**config.mk**
```make
export PLATFORM = sky130hd
export DESIGN_NAME = afu_control
export DESIGN_NICKNAME = d
export VERILOG_FILES = /design/src/rtl/psl_pkg.sv /design/src/rtl/afu_pkg.sv /design/src/rtl/class_queue.sv /design/src/rtl/cmd_arbiter.sv /design/src/rtl/tag_control.sv /design/src/rtl/credit_control.sv /design/src/rtl/rsp_route.sv /design/src/rtl/afu_control.sv
export SDC_FILE = /design/constraint.sdc
export NUM_CORES = 2
export LEC_CHECK = 0
export BUFFER_PORTS_ARGS = -buffer_cell sky130_fd_sc_hd__buf_4
export CAP_MARGIN = 25
export CORE_ASPECT_RATIO = 0.7
export CORE_MARGIN = 2
export CORE_UTILIZATION = 31
export CTS_BUF_LIST = sky130_fd_sc_hd__clkbuf_4 sky130_fd_sc_hd__clkbuf_8
export CTS_CLUSTER_SIZE = 14
export DETAILED_ROUTE_END_ITERATION = 8
export PLACE_DENSITY = 0.53
export SYNTH_ARGS = -nofsm -noshare
export SYNTH_HDL_FRONTEND = slang
export SYNTH_SLANG_ARGS = --single-unit
```
**constraint.sdc**
```tcl
create_clock -name clock -period 23.6 [get_ports clock]
set_clock_uncertainty 0.15 [all_clocks]
set_input_delay 1.18 -clock clock [delete_from_list [all_inputs] [get_ports clock]]
set_output_delay 1.18 -clock clock [all_outputs]
set_load 0.02 [all_outputs]
```
**src/rtl/psl_pkg.sv**
```systemverilog
////////////////////
// bus side types: address, tag and credit widths,
// command opcodes and response codes
////////////////////

package psl_pkg;

	typedef logic [63:0] ea_t;
	typedef logic [7:0]  tag_t;
	typedef logic [7:0]  credit_t;

	// command opcodes, only the two this core issues
	typedef enum logic [12:0] {
		READ_CL_NA = 13'h0A00,
		WRITE_NA   = 13'h0D00
	} psl_cmd_e;

	// response codes as returned on the response bus
	typedef enum logic [7:0] {
		DONE    = 8'h00,
		AERROR  = 8'h01,
		DERROR  = 8'h03,
		NLOCK   = 8'h04,
		NRES    = 8'h05,
		FLUSHED = 8'h06,
		FAULT   = 8'h07,
		FAILED  = 8'h08,
		PAGED   = 8'h0A
	} psl_rsp_e;

endpackage

```
**src/rtl/afu_pkg.sv**
```systemverilog
////////////////////
// accelerator side types: command class
// and compute unit id
////////////////////

package afu_pkg;

	localparam int NUM_CLASSES = 3;

	// class index doubles as queue index
	typedef enum logic [1:0] {
		CLASS_READ  = 2'd0,
		CLASS_WRITE = 2'd1,
		CLASS_WED   = 2'd2
	} cmd_class_e;

	typedef logic [7:0] cu_id_t;

endpackage

```
**src/rtl/class_queue.sv**
```systemverilog
////////////////////
// per class command queue, circular buffer
// holding address and cu id
////////////////////
`timescale 1ns/1ps

module class_queue import psl_pkg::*, afu_pkg::*; #(
	parameter int QUEUE_DEPTH = 8
) (
	input  logic   clock,
	input  logic   rstn,
	input  logic   push,
	input  ea_t    push_address,
	input  cu_id_t push_cu_id,
	input  logic   pop,
	output ea_t    head_address,
	output cu_id_t head_cu_id,
	output logic   not_empty,
	output logic   full
);

	localparam int PTR_W = (QUEUE_DEPTH > 1) ? $clog2(QUEUE_DEPTH) : 1;
	localparam int CNT_W = $clog2(QUEUE_DEPTH + 1);

	ea_t    address_mem [QUEUE_DEPTH];
	cu_id_t cu_id_mem   [QUEUE_DEPTH];

	logic [PTR_W-1:0] wr_ptr;
	logic [PTR_W-1:0] rd_ptr;
	logic [CNT_W-1:0] count;
	logic             do_push;
	logic             do_pop;

	// push into a full queue is dropped
	assign do_push = push && !full;
	assign do_pop  = pop && not_empty;

	always_ff @(posedge clock or negedge rstn) begin
		if (!rstn) begin
			wr_ptr <= '0;
			rd_ptr <= '0;
			count  <= '0;
		end else begin
			// wrap by compare, depth need not be a power of two
			if (do_push) begin
				wr_ptr <= (wr_ptr == PTR_W'(QUEUE_DEPTH - 1)) ? '0 : wr_ptr + 1'b1;
			end
			if (do_pop) begin
				rd_ptr <= (rd_ptr == PTR_W'(QUEUE_DEPTH - 1)) ? '0 : rd_ptr + 1'b1;
			end
			if (do_push && !do_pop) begin
				count <= count + 1'b1;
			end else if (do_pop && !do_push) begin
				count <= count - 1'b1;
			end
		end
	end

	// entry storage
	always_ff @(posedge clock) begin
		if (do_push) begin
			address_mem[wr_ptr] <= push_address;
			cu_id_mem[wr_ptr]   <= push_cu_id;
		end
	end

	// head is visible the cycle after the push
	assign head_address = address_mem[rd_ptr];
	assign head_cu_id   = cu_id_mem[rd_ptr];
	assign not_empty    = (count != '0);
	assign full         = (count == CNT_W'(QUEUE_DEPTH));

endmodule

```
**src/rtl/cmd_arbiter.sv**
```systemverilog
////////////////////
// round robin pick across the class queues,
// gated by enable, credits and tag pool
////////////////////
`timescale 1ns/1ps

module cmd_arbiter import psl_pkg::*, afu_pkg::*; (
	input  logic                   clock,
	input  logic                   rstn,
	input  logic                   enabled,
	input  logic [NUM_CLASSES-1:0] not_empty,
	input  ea_t                    head_address [NUM_CLASSES],
	input  cu_id_t                 head_cu_id   [NUM_CLASSES],
	input  logic                   read_credit_ok,
	input  logic                   write_credit_ok,
	input  logic                   total_credit_ok,
	input  logic                   tag_free,
	output logic [NUM_CLASSES-1:0] pop,
	output logic                   issue_valid,
	output cmd_class_e             issue_class,
	output ea_t                    issue_address,
	output cu_id_t                 issue_cu_id
);

	logic [NUM_CLASSES-1:0] eligible;
	logic                   can_pick;
	logic                   pick;
	cmd_class_e             pick_class;
	cmd_class_e             last_grant;

	// wed has no class credit of its own
	assign eligible[CLASS_READ]  = not_empty[CLASS_READ] && read_credit_ok;
	assign eligible[CLASS_WRITE] = not_empty[CLASS_WRITE] && write_credit_ok;
	assign eligible[CLASS_WED]   = not_empty[CLASS_WED];

	// no pick while an issue is in flight, so the
	// credit counts and tag pool have caught up
	assign can_pick = enabled && tag_free && total_credit_ok && !issue_valid;

	////////////////////
	// grant search
	////////////////////
	always_comb begin
		int slot;
		pick       = 1'b0;
		pick_class = last_grant;
		// start one past the last winner
		for (int off = 1; off <= NUM_CLASSES; off++) begin
			slot = (int'(last_grant) + off) % NUM_CLASSES;
			if (!pick && eligible[slot]) begin
				pick       = 1'b1;
				pick_class = cmd_class_e'(slot);
			end
		end
		pick = pick && can_pick;
		pop  = '0;
		if (pick) begin
			pop[pick_class] = 1'b1;
		end
	end

	// control state
	always_ff @(posedge clock or negedge rstn) begin
		if (!rstn) begin
			issue_valid <= 1'b0;
			// read goes first after reset
			last_grant  <= CLASS_WED;
		end else begin
			issue_valid <= pick;
			if (pick) begin
				last_grant <= pick_class;
			end
		end
	end

	// winner's head, one cycle after the pop
	always_ff @(posedge clock) begin
		if (pick) begin
			issue_class   <= pick_class;
			issue_address <= head_address[pick_class];
			issue_cu_id   <= head_cu_id[pick_class];
		end
	end

endmodule

```
**src/rtl/tag_control.sv**
```systemverilog
////////////////////
// free tag pool and per tag table of
// class and cu id
////////////////////
`timescale 1ns/1ps

module tag_control import psl_pkg::*, afu_pkg::*; #(
	parameter int NUM_TAGS = 16
) (
	input  logic       clock,
	input  logic       rstn,
	input  logic       issue_valid,
	input  cmd_class_e issue_class,
	input  cu_id_t     issue_cu_id,
	output tag_t       issue_tag,
	output logic       tag_free,
	input  logic       lookup_valid,
	input  tag_t       lookup_tag,
	output logic       found_valid,
	output cmd_class_e found_class,
	output cu_id_t     found_cu_id
);

	localparam int IDX_W = (NUM_TAGS > 1) ? $clog2(NUM_TAGS) : 1;

	logic [NUM_TAGS-1:0] busy;
	cmd_class_e          class_table [NUM_TAGS];
	cu_id_t              cu_id_table [NUM_TAGS];
	logic [IDX_W-1:0]    free_idx;
	logic [IDX_W-1:0]    lookup_idx;
	logic                release_tag;

	// lowest free tag, scanned from the top down
	always_comb begin
		free_idx = '0;
		for (int t = NUM_TAGS - 1; t >= 0; t--) begin
			if (!busy[t]) begin
				free_idx = IDX_W'(t);
			end
		end
	end

	assign tag_free  = ~&busy;
	assign issue_tag = tag_t'(free_idx);

	// unknown or idle tags are ignored
	assign lookup_idx  = lookup_tag[IDX_W-1:0];
	assign release_tag = lookup_valid && (lookup_tag < NUM_TAGS) && busy[lookup_idx];

	////////////////////
	// busy bits
	////////////////////
	always_ff @(posedge clock or negedge rstn) begin
		if (!rstn) begin
			busy        <= '0;
			found_valid <= 1'b0;
		end else begin
			found_valid <= release_tag;
			// release and allocate never hit the same tag
			if (release_tag) begin
				busy[lookup_idx] <= 1'b0;
			end
			if (issue_valid) begin
				busy[free_idx] <= 1'b1;
			end
		end
	end

	// table write on issue, read on lookup
	always_ff @(posedge clock) begin
		if (issue_valid) begin
			class_table[free_idx] <= issue_class;
			cu_id_table[free_idx] <= issue_cu_id;
		end
		found_class <= class_table[lookup_idx];
		found_cu_id <= cu_id_table[lookup_idx];
	end

endmodule

```
**src/rtl/credit_control.sv**
```systemverilog
////////////////////
// saturating credit counter
////////////////////
`timescale 1ns/1ps

module credit_control import psl_pkg::*; #(
	parameter int LIMIT = 8
) (
	input  logic    clock,
	input  logic    rstn,
	input  logic    take,
	input  logic    give,
	input  credit_t give_amount,
	output logic    available
);

	localparam int W = $bits(credit_t);

	credit_t      count;
	logic [W:0]   next_count;

	// one spare bit so a large return cannot wrap
	always_comb begin
		next_count = {1'b0, count} - {{W{1'b0}}, take};
		if (give) begin
			next_count = next_count + {1'b0, give_amount};
		end
	end

	always_ff @(posedge clock or negedge rstn) begin
		if (!rstn) begin
			count <= credit_t'(LIMIT);
		end else if (next_count > LIMIT) begin
			// cap at the limit
			count <= credit_t'(LIMIT);
		end else begin
			count <= next_count[W-1:0];
		end
	end

	assign available = (count != '0);

endmodule

```
**src/rtl/rsp_route.sv**
```systemverilog
////////////////////
// response capture, tag lookup, fixed delay
// line and per class response strobes
////////////////////
`timescale 1ns/1ps

module rsp_route import psl_pkg::*, afu_pkg::*; #(
	parameter int RSP_DELAY = 4
) (
	input  logic       clock,
	input  logic       rstn,
	input  logic       enabled,
	input  logic       rsp_valid,
	input  tag_t       rsp_tag,
	input  psl_rsp_e   rsp_code,
	input  credit_t    rsp_credits,
	output logic       lookup_valid,
	output tag_t       lookup_tag,
	input  logic       found_valid,
	input  cmd_class_e found_class,
	input  cu_id_t     found_cu_id,
	output logic       read_rsp_valid,
	output cu_id_t     read_rsp_cu_id,
	output psl_rsp_e   read_rsp_code,
	output logic       write_rsp_valid,
	output cu_id_t     write_rsp_cu_id,
	output psl_rsp_e   write_rsp_code,
	output logic       wed_rsp_valid,
	output cu_id_t     wed_rsp_cu_id,
	output psl_rsp_e   wed_rsp_code,
	output logic       credit_return_valid,
	output credit_t    credit_return_amount,
	output cmd_class_e credit_return_class
);

	localparam int LAST = RSP_DELAY - 1;

	// code and credits ride beside the lookup
	psl_rsp_e code_d1;
	psl_rsp_e code_d2;
	credit_t  credits_d1;
	credit_t  credits_d2;

	// delay line, one entry per stage
	logic       dly_valid [RSP_DELAY];
	cmd_class_e dly_class [RSP_DELAY];
	cu_id_t     dly_cu_id [RSP_DELAY];
	psl_rsp_e   dly_code  [RSP_DELAY];
	credit_t    dly_credits [RSP_DELAY];

	always_ff @(posedge clock or negedge rstn) begin
		if (!rstn) begin
			lookup_valid <= 1'b0;
			for (int s = 0; s < RSP_DELAY; s++) begin
				dly_valid[s] <= 1'b0;
			end
		end else begin
			// disabled: responses are dropped at the door
			lookup_valid <= enabled && rsp_valid;
			dly_valid[0] <= found_valid;
			for (int s = 1; s < RSP_DELAY; s++) begin
				dly_valid[s] <= dly_valid[s-1];
			end
		end
	end

	////////////////////
	// payload pipeline
	////////////////////
	always_ff @(posedge clock) begin
		lookup_tag     <= rsp_tag;
		code_d1        <= rsp_code;
		credits_d1     <= rsp_credits;
		code_d2        <= code_d1;
		credits_d2     <= credits_d1;
		dly_class[0]   <= found_class;
		dly_cu_id[0]   <= found_cu_id;
		dly_code[0]    <= code_d2;
		dly_credits[0] <= credits_d2;
		for (int s = 1; s < RSP_DELAY; s++) begin
			dly_class[s]   <= dly_class[s-1];
			dly_cu_id[s]   <= dly_cu_id[s-1];
			dly_code[s]    <= dly_code[s-1];
			dly_credits[s] <= dly_credits[s-1];
		end
	end

	// strobe per class off the last stage
	assign read_rsp_valid  = dly_valid[LAST] && (dly_class[LAST] == CLASS_READ);
	assign write_rsp_valid = dly_valid[LAST] && (dly_class[LAST] == CLASS_WRITE);
	assign wed_rsp_valid   = dly_valid[LAST] && (dly_class[LAST] == CLASS_WED);
	assign read_rsp_cu_id  = dly_cu_id[LAST];
	assign write_rsp_cu_id = dly_cu_id[LAST];
	assign wed_rsp_cu_id   = dly_cu_id[LAST];
	assign read_rsp_code   = dly_code[LAST];
	assign write_rsp_code  = dly_code[LAST];
	assign wed_rsp_code    = dly_code[LAST];

	assign credit_return_valid  = dly_valid[LAST];
	assign credit_return_amount = dly_credits[LAST];
	assign credit_return_class  = dly_class[LAST];

endmodule

```
**src/rtl/afu_control.sv**
```systemverilog
////////////////////
// command and response core top: queues, arbiter,
// tag pool, credit counters, response routing
////////////////////
`timescale 1ns/1ps

module afu_control import psl_pkg::*, afu_pkg::*; #(
	parameter int QUEUE_DEPTH   = 8,
	parameter int NUM_TAGS      = 16,
	parameter int TOTAL_CREDITS = 8,
	parameter int READ_CREDITS  = 4,
	parameter int WRITE_CREDITS = 4,
	parameter int RSP_DELAY     = 4
) (
	input  logic     clock,
	input  logic     rstn,
	input  logic     enabled_in,
	input  logic     read_valid,
	input  ea_t      read_address,
	input  cu_id_t   read_cu_id,
	output logic     read_full,
	input  logic     write_valid,
	input  ea_t      write_address,
	input  cu_id_t   write_cu_id,
	output logic     write_full,
	input  logic     wed_valid,
	input  ea_t      wed_address,
	input  cu_id_t   wed_cu_id,
	output logic     wed_full,
	output logic     cmd_out_valid,
	output psl_cmd_e cmd_out_opcode,
	output ea_t      cmd_out_address,
	output tag_t     cmd_out_tag,
	input  logic     rsp_valid,
	input  tag_t     rsp_tag,
	input  psl_rsp_e rsp_code,
	input  credit_t  rsp_credits,
	output logic     read_rsp_valid,
	output cu_id_t   read_rsp_cu_id,
	output psl_rsp_e read_rsp_code,
	output logic     write_rsp_valid,
	output cu_id_t   write_rsp_cu_id,
	output psl_rsp_e write_rsp_code,
	output logic     wed_rsp_valid,
	output cu_id_t   wed_rsp_cu_id,
	output psl_rsp_e wed_rsp_code
);

	logic                   enabled;
	logic [NUM_CLASSES-1:0] q_push;
	logic [NUM_CLASSES-1:0] q_pop;
	logic [NUM_CLASSES-1:0] q_not_empty;
	logic [NUM_CLASSES-1:0] q_full;
	ea_t                    q_push_address [NUM_CLASSES];
	cu_id_t                 q_push_cu_id   [NUM_CLASSES];
	ea_t                    q_head_address [NUM_CLASSES];
	cu_id_t                 q_head_cu_id   [NUM_CLASSES];

	logic       issue_valid;
	cmd_class_e issue_class;
	ea_t        issue_address;
	cu_id_t     issue_cu_id;
	tag_t       issue_tag;
	logic       tag_free;
	logic       read_credit_ok;
	logic       write_credit_ok;
	logic       total_credit_ok;
	logic       lookup_valid;
	tag_t       lookup_tag;
	logic       found_valid;
	cmd_class_e found_class;
	cu_id_t     found_cu_id;
	logic       ret_valid;
	credit_t    ret_amount;
	cmd_class_e ret_class;

	// enable is taken one cycle late
	always_ff @(posedge clock or negedge rstn) begin
		if (!rstn) begin
			enabled <= 1'b0;
		end else begin
			enabled <= enabled_in;
		end
	end

	////////////////////
	// class queues
	////////////////////
	assign q_push                      = {wed_valid, write_valid, read_valid};
	assign q_push_address[CLASS_READ]  = read_address;
	assign q_push_address[CLASS_WRITE] = write_address;
	assign q_push_address[CLASS_WED]   = wed_address;
	assign q_push_cu_id[CLASS_READ]    = read_cu_id;
	assign q_push_cu_id[CLASS_WRITE]   = write_cu_id;
	assign q_push_cu_id[CLASS_WED]     = wed_cu_id;
	assign {wed_full, write_full, read_full} = q_full;

	for (genvar c = 0; c < NUM_CLASSES; c++) begin : g_queue
		class_queue #(.QUEUE_DEPTH(QUEUE_DEPTH)) class_queue_i (
			.clock       (clock),
			.rstn        (rstn),
			.push        (q_push[c]),
			.push_address(q_push_address[c]),
			.push_cu_id  (q_push_cu_id[c]),
			.pop         (q_pop[c]),
			.head_address(q_head_address[c]),
			.head_cu_id  (q_head_cu_id[c]),
			.not_empty   (q_not_empty[c]),
			.full        (q_full[c])
		);
	end

	cmd_arbiter cmd_arbiter_i (
		.clock(clock), .rstn(rstn), .enabled(enabled),
		.not_empty(q_not_empty), .head_address(q_head_address), .head_cu_id(q_head_cu_id),
		.read_credit_ok(read_credit_ok), .write_credit_ok(write_credit_ok),
		.total_credit_ok(total_credit_ok), .tag_free(tag_free), .pop(q_pop),
		.issue_valid(issue_valid), .issue_class(issue_class),
		.issue_address(issue_address), .issue_cu_id(issue_cu_id)
	);

	tag_control #(.NUM_TAGS(NUM_TAGS)) tag_control_i (
		.clock(clock), .rstn(rstn),
		.issue_valid(issue_valid), .issue_class(issue_class), .issue_cu_id(issue_cu_id),
		.issue_tag(issue_tag), .tag_free(tag_free),
		.lookup_valid(lookup_valid), .lookup_tag(lookup_tag),
		.found_valid(found_valid), .found_class(found_class), .found_cu_id(found_cu_id)
	);

	// command bus, write class goes out as write_na
	assign cmd_out_valid   = issue_valid;
	assign cmd_out_opcode  = (issue_class == CLASS_WRITE) ? WRITE_NA : READ_CL_NA;
	assign cmd_out_address = issue_address;
	assign cmd_out_tag     = issue_tag;

	////////////////////
	// credits
	////////////////////
	credit_control #(.LIMIT(TOTAL_CREDITS)) total_credit_i (
		.clock(clock), .rstn(rstn), .take(issue_valid),
		.give(ret_valid), .give_amount(ret_amount), .available(total_credit_ok)
	);

	// class counts move by one per command
	credit_control #(.LIMIT(READ_CREDITS)) read_credit_i (
		.clock(clock), .rstn(rstn),
		.take(issue_valid && (issue_class == CLASS_READ)),
		.give(ret_valid && (ret_class == CLASS_READ)),
		.give_amount(credit_t'(1)), .available(read_credit_ok)
	);

	credit_control #(.LIMIT(WRITE_CREDITS)) write_credit_i (
		.clock(clock), .rstn(rstn),
		.take(issue_valid && (issue_class == CLASS_WRITE)),
		.give(ret_valid && (ret_class == CLASS_WRITE)),
		.give_amount(credit_t'(1)), .available(write_credit_ok)
	);

	rsp_route #(.RSP_DELAY(RSP_DELAY)) rsp_route_i (
		.clock(clock), .rstn(rstn), .enabled(enabled),
		.rsp_valid(rsp_valid), .rsp_tag(rsp_tag), .rsp_code(rsp_code),
		.rsp_credits(rsp_credits), .lookup_valid(lookup_valid), .lookup_tag(lookup_tag),
		.found_valid(found_valid), .found_class(found_class), .found_cu_id(found_cu_id),
		.read_rsp_valid(read_rsp_valid), .read_rsp_cu_id(read_rsp_cu_id),
		.read_rsp_code(read_rsp_code), .write_rsp_valid(write_rsp_valid),
		.write_rsp_cu_id(write_rsp_cu_id), .write_rsp_code(write_rsp_code),
		.wed_rsp_valid(wed_rsp_valid), .wed_rsp_cu_id(wed_rsp_cu_id),
		.wed_rsp_code(wed_rsp_code), .credit_return_valid(ret_valid),
		.credit_return_amount(ret_amount), .credit_return_class(ret_class)
	);

endmodule

```
==> flow_summary.ini <==
[run_status]
status = complete, no violations

[drt]
ant_nets = 0
vias = 40516
routed_wl_mm = 217
drtIter0Drc = 3554
avgViaCountPerCell = 4.89
firstDrtPassIters = 5
route.detailed.drc = 0
wl_per_cell_um = 26.2

[timing]
worstMarginPinSlew_ps = 1070
setup_viol = 0
finalCritPeriodShare_pct = 20.4
fmax_mhz = 208
hold_viol = 0
setup_tns_ps = 0
min_period_ps = 4820
finalMaxSlewViolations = 0
setup_slack_ps = 18780
rsz0062_at_grt = no
relSlewSlack_pct = 28.8
fin_hold_ws_ps = 116

[yosys]
synth_edf_count = 1962
yosysTopAreaCell = edfxtp_1
synth_xor_xnor_area_share_pct = 0.349
synthAdderAreaFrac_pct = 0.700
seq_area_frac_synth_pct = 77.2
synthTopCellsByArea = edfxtp_1 71%, mux4_2 13%, dfxtp_1 3.7%, dfrtp_1 2.3%, a211oi_1 1.3%
ys_ff_latch = 2196
synth.top_cell.area_share_pct = 71.1
yosys.area_share.simple_pct = 2.77
ys_types = 73
syn_area_mm2 = 0.0829
muxShareOfSynthArea_pct = 14.3
synth_top_family_by_area = multiplexers
syn_inst = 3879
postSynthAreaPerCell_um2 = 21.4
ys.flop_type = edfxtp_1
synth_compound_area_share_pct = 3.10
ys_warn_count = 0
async_reset_ff_share_pct = 3.64

[clock_tree]
post_cts_resized = 0
insertion_delay_ps = 970
cts_buffer_depth = 4
cts.htree.levels = 5
cts_sinks = 2196
clockRootBuffer = clkbuf_8
path_clk_slew_ps = 60
cts_buffers = 350
cts_tree = built

[floorplanning]
start_util_pct = 31.2
ioPinCount = 387
die_y_um = 437
die_x_um = 622
dieArea_mm2 = 0.272
rows = 158
coreArea_mm2 = 0.265

[final_layout]
area_delta_synth_final_pct = 17.0
drive_gt1_share_pct = 33.2
final_cell_mix = 1962 x edfxtp_1, 487 x mux4_2, 464 x buf_4
final_common_cell = edfxtp_1
nFillCells = 24385
layout.nets = 4784

[placed_design]
place_ws_ps = 18780
port_buffers = 372
dp_hpwl_mm = 133
routabilityCongestion = 0.764

[global_route]
grt.overflow.total = 0
grt_pass1_wl_mm = 308
grt_max_degree = 92
grt_antenna_before_repair = 73
grt_usage_pct = 15.7
grt_pass1_vias = 41118

[setup_path]
crit_type = reg -> reg
worstSetupEndpointType = flip-flop
path_max_fanout = 28
cp.required_ps = 24230
cp_data_arrival_time_ps = 5450
start_kind = flip-flop

[power_and_ir_drop]
ir_drop_mv = 0.116
powerDensity_mw_per_mm2 = 127
power.leakage_nw = 31.6

[hold_path]
hold_path.class = reg -> reg

[flow_run]
drv_cap = 0
layout make-up:
class / count / area, um^2 / area share, %
multi-input combinational: 1431 / 17900 / 18.4
antenna: 11 / 27.5 / 0.0284
clock inverter: 121 / 774 / 0.799
timing repair buffer: 477 / 3750 / 3.86
sequential: 2196 / 64000 / 66.0
clock buffer: 491 / 5990 / 6.18
inverter: 37 / 140 / 0.144
tap: 3520 / 4400 / 4.54
cell usage after synthesis (10+ instances only):
| cell type | count |
|---|---|
| dfrtp_1 | 76 |
| buf_1 | 37 |
| buf_2 | 25 |
| edfxtp_1 | 1962 |
| nor2b_1 | 153 |
| nor4_1 | 14 |
| ha_1 | 40 |
| dfxtp_1 | 154 |
| inv_1 | 36 |
| a21o_1 | 13 |
| buf_4 | 47 |
| xnor2_1 | 20 |
| o21ai_0 | 37 |
| nand4_1 | 10 |
| mux2i_1 | 72 |
| nand3_1 | 12 |
| nor3_1 | 33 |
| o32ai_1 | 73 |
| nand2_1 | 68 |
| nand2b_1 | 22 |
| xor2_1 | 13 |
| nor2_1 | 58 |
| clkbuf_1 | 123 |
| a21oi_1 | 25 |
| mux4_2 | 487 |
| a211oi_1 | 147 |
worst paths after layout:
path / from / to / slack, ps / cells after the start
worst max-delay path: read_credit_i.count[4] / g_queue[0].class_queue_i.count[3] / 18780 / 16
worst min-delay path: tag_control_i.found_class[0] / rsp_route_i.dly_class[0][0] / 120 / 0
worst max register to register: read_credit_i.count[4] / g_queue[0].class_queue_i.count[3] / 18780 / 16
worst min register to register: tag_control_i.found_class[0] / rsp_route_i.dly_class[0][0] / 120 / 0
max in group asynchronous: rstn / g_queue[1].class_queue_i.rd_ptr[0] / 21550 / 3
min in group asynchronous: rstn / tag_control_i.busy[2] / 610 / 2
state kept, by name, indices dropped and copies added (netlist names), 9 cells and up:
| register | flops |
|---|---|
| g_queue.class_queue_i.cu_id_mem | 192 |
| tag_control_i.class_table | 32 |
| g_queue.class_queue_i.count | 12 |
| cmd_arbiter_i.issue_address | 64 |
| g_queue.class_queue_i.wr_ptr | 9 |
| rsp_route_i.dly_code | 32 |
| tag_control_i.busy | 16 |
| rsp_route_i.dly_cu_id | 32 |
| g_queue.class_queue_i.rd_ptr | 9 |
| g_queue.class_queue_i.address_mem | 1536 |
| tag_control_i.cu_id_table | 128 |
| rsp_route_i.dly_credits | 32 |
critical path: stages (launching register included):
cell      delay [ps]
dfrtp_1          440
nor4_2           640
a21oi_2          190
a221oi_2         340
nor2_1           100
o311a_4          540
buf_4            380
nor4b_4          470
inv_1             90
ha_1             240
inv_1            110
ha_1             230
a21o_1           180
a21oi_1          210
xnor2_1          150
nor2_1            70
xor2_1           140
timing repair:
action,4_1_cts,5_1_grt
endpoints found under the hold margin,16,0
hold buffers,1,0
setup buffers,0,0
through the flow:
stage                     total power, mW  util [%]  cells  area, um^2
after floorplan                      7.77         -   3905       83000
after CTS                            12.5      36.5   8262       96800
after global routing                 12.9      36.5   8277       97000
after detailed placement             9.29      33.9   7649       90000
after global placement               9.23      33.9   7643       89900
final                                12.3      36.6   8284       97000
cell families after synthesis:
family | Yosys count
AO/OA/AOI/OAI | 344
XOR/XNOR | 33
adder cells (fa/ha/maj) | 44
buffers and inverters | 278
flip-flops | 2196
multiplexers | 571
other | 2
AND/OR/NAND/NOR | 411
per-layer routing:
metal,vias up,routed length (um),global-route usage (%)
met3,397,10900,3.00
met2,1206,110000,27.1
met4,24,4220,3.39
li1,17313,-,-
met5,-,159,0
met1,21576,91800,20.7
power breakdown:
part	switching, mW	internal [mW]
Sequential	0.416	5.00
Combinational	2.20	1.49
Clock	1.49	1.71
Total	4.11	8.19
Note: power is estimated with default switching activity, not from simulation.
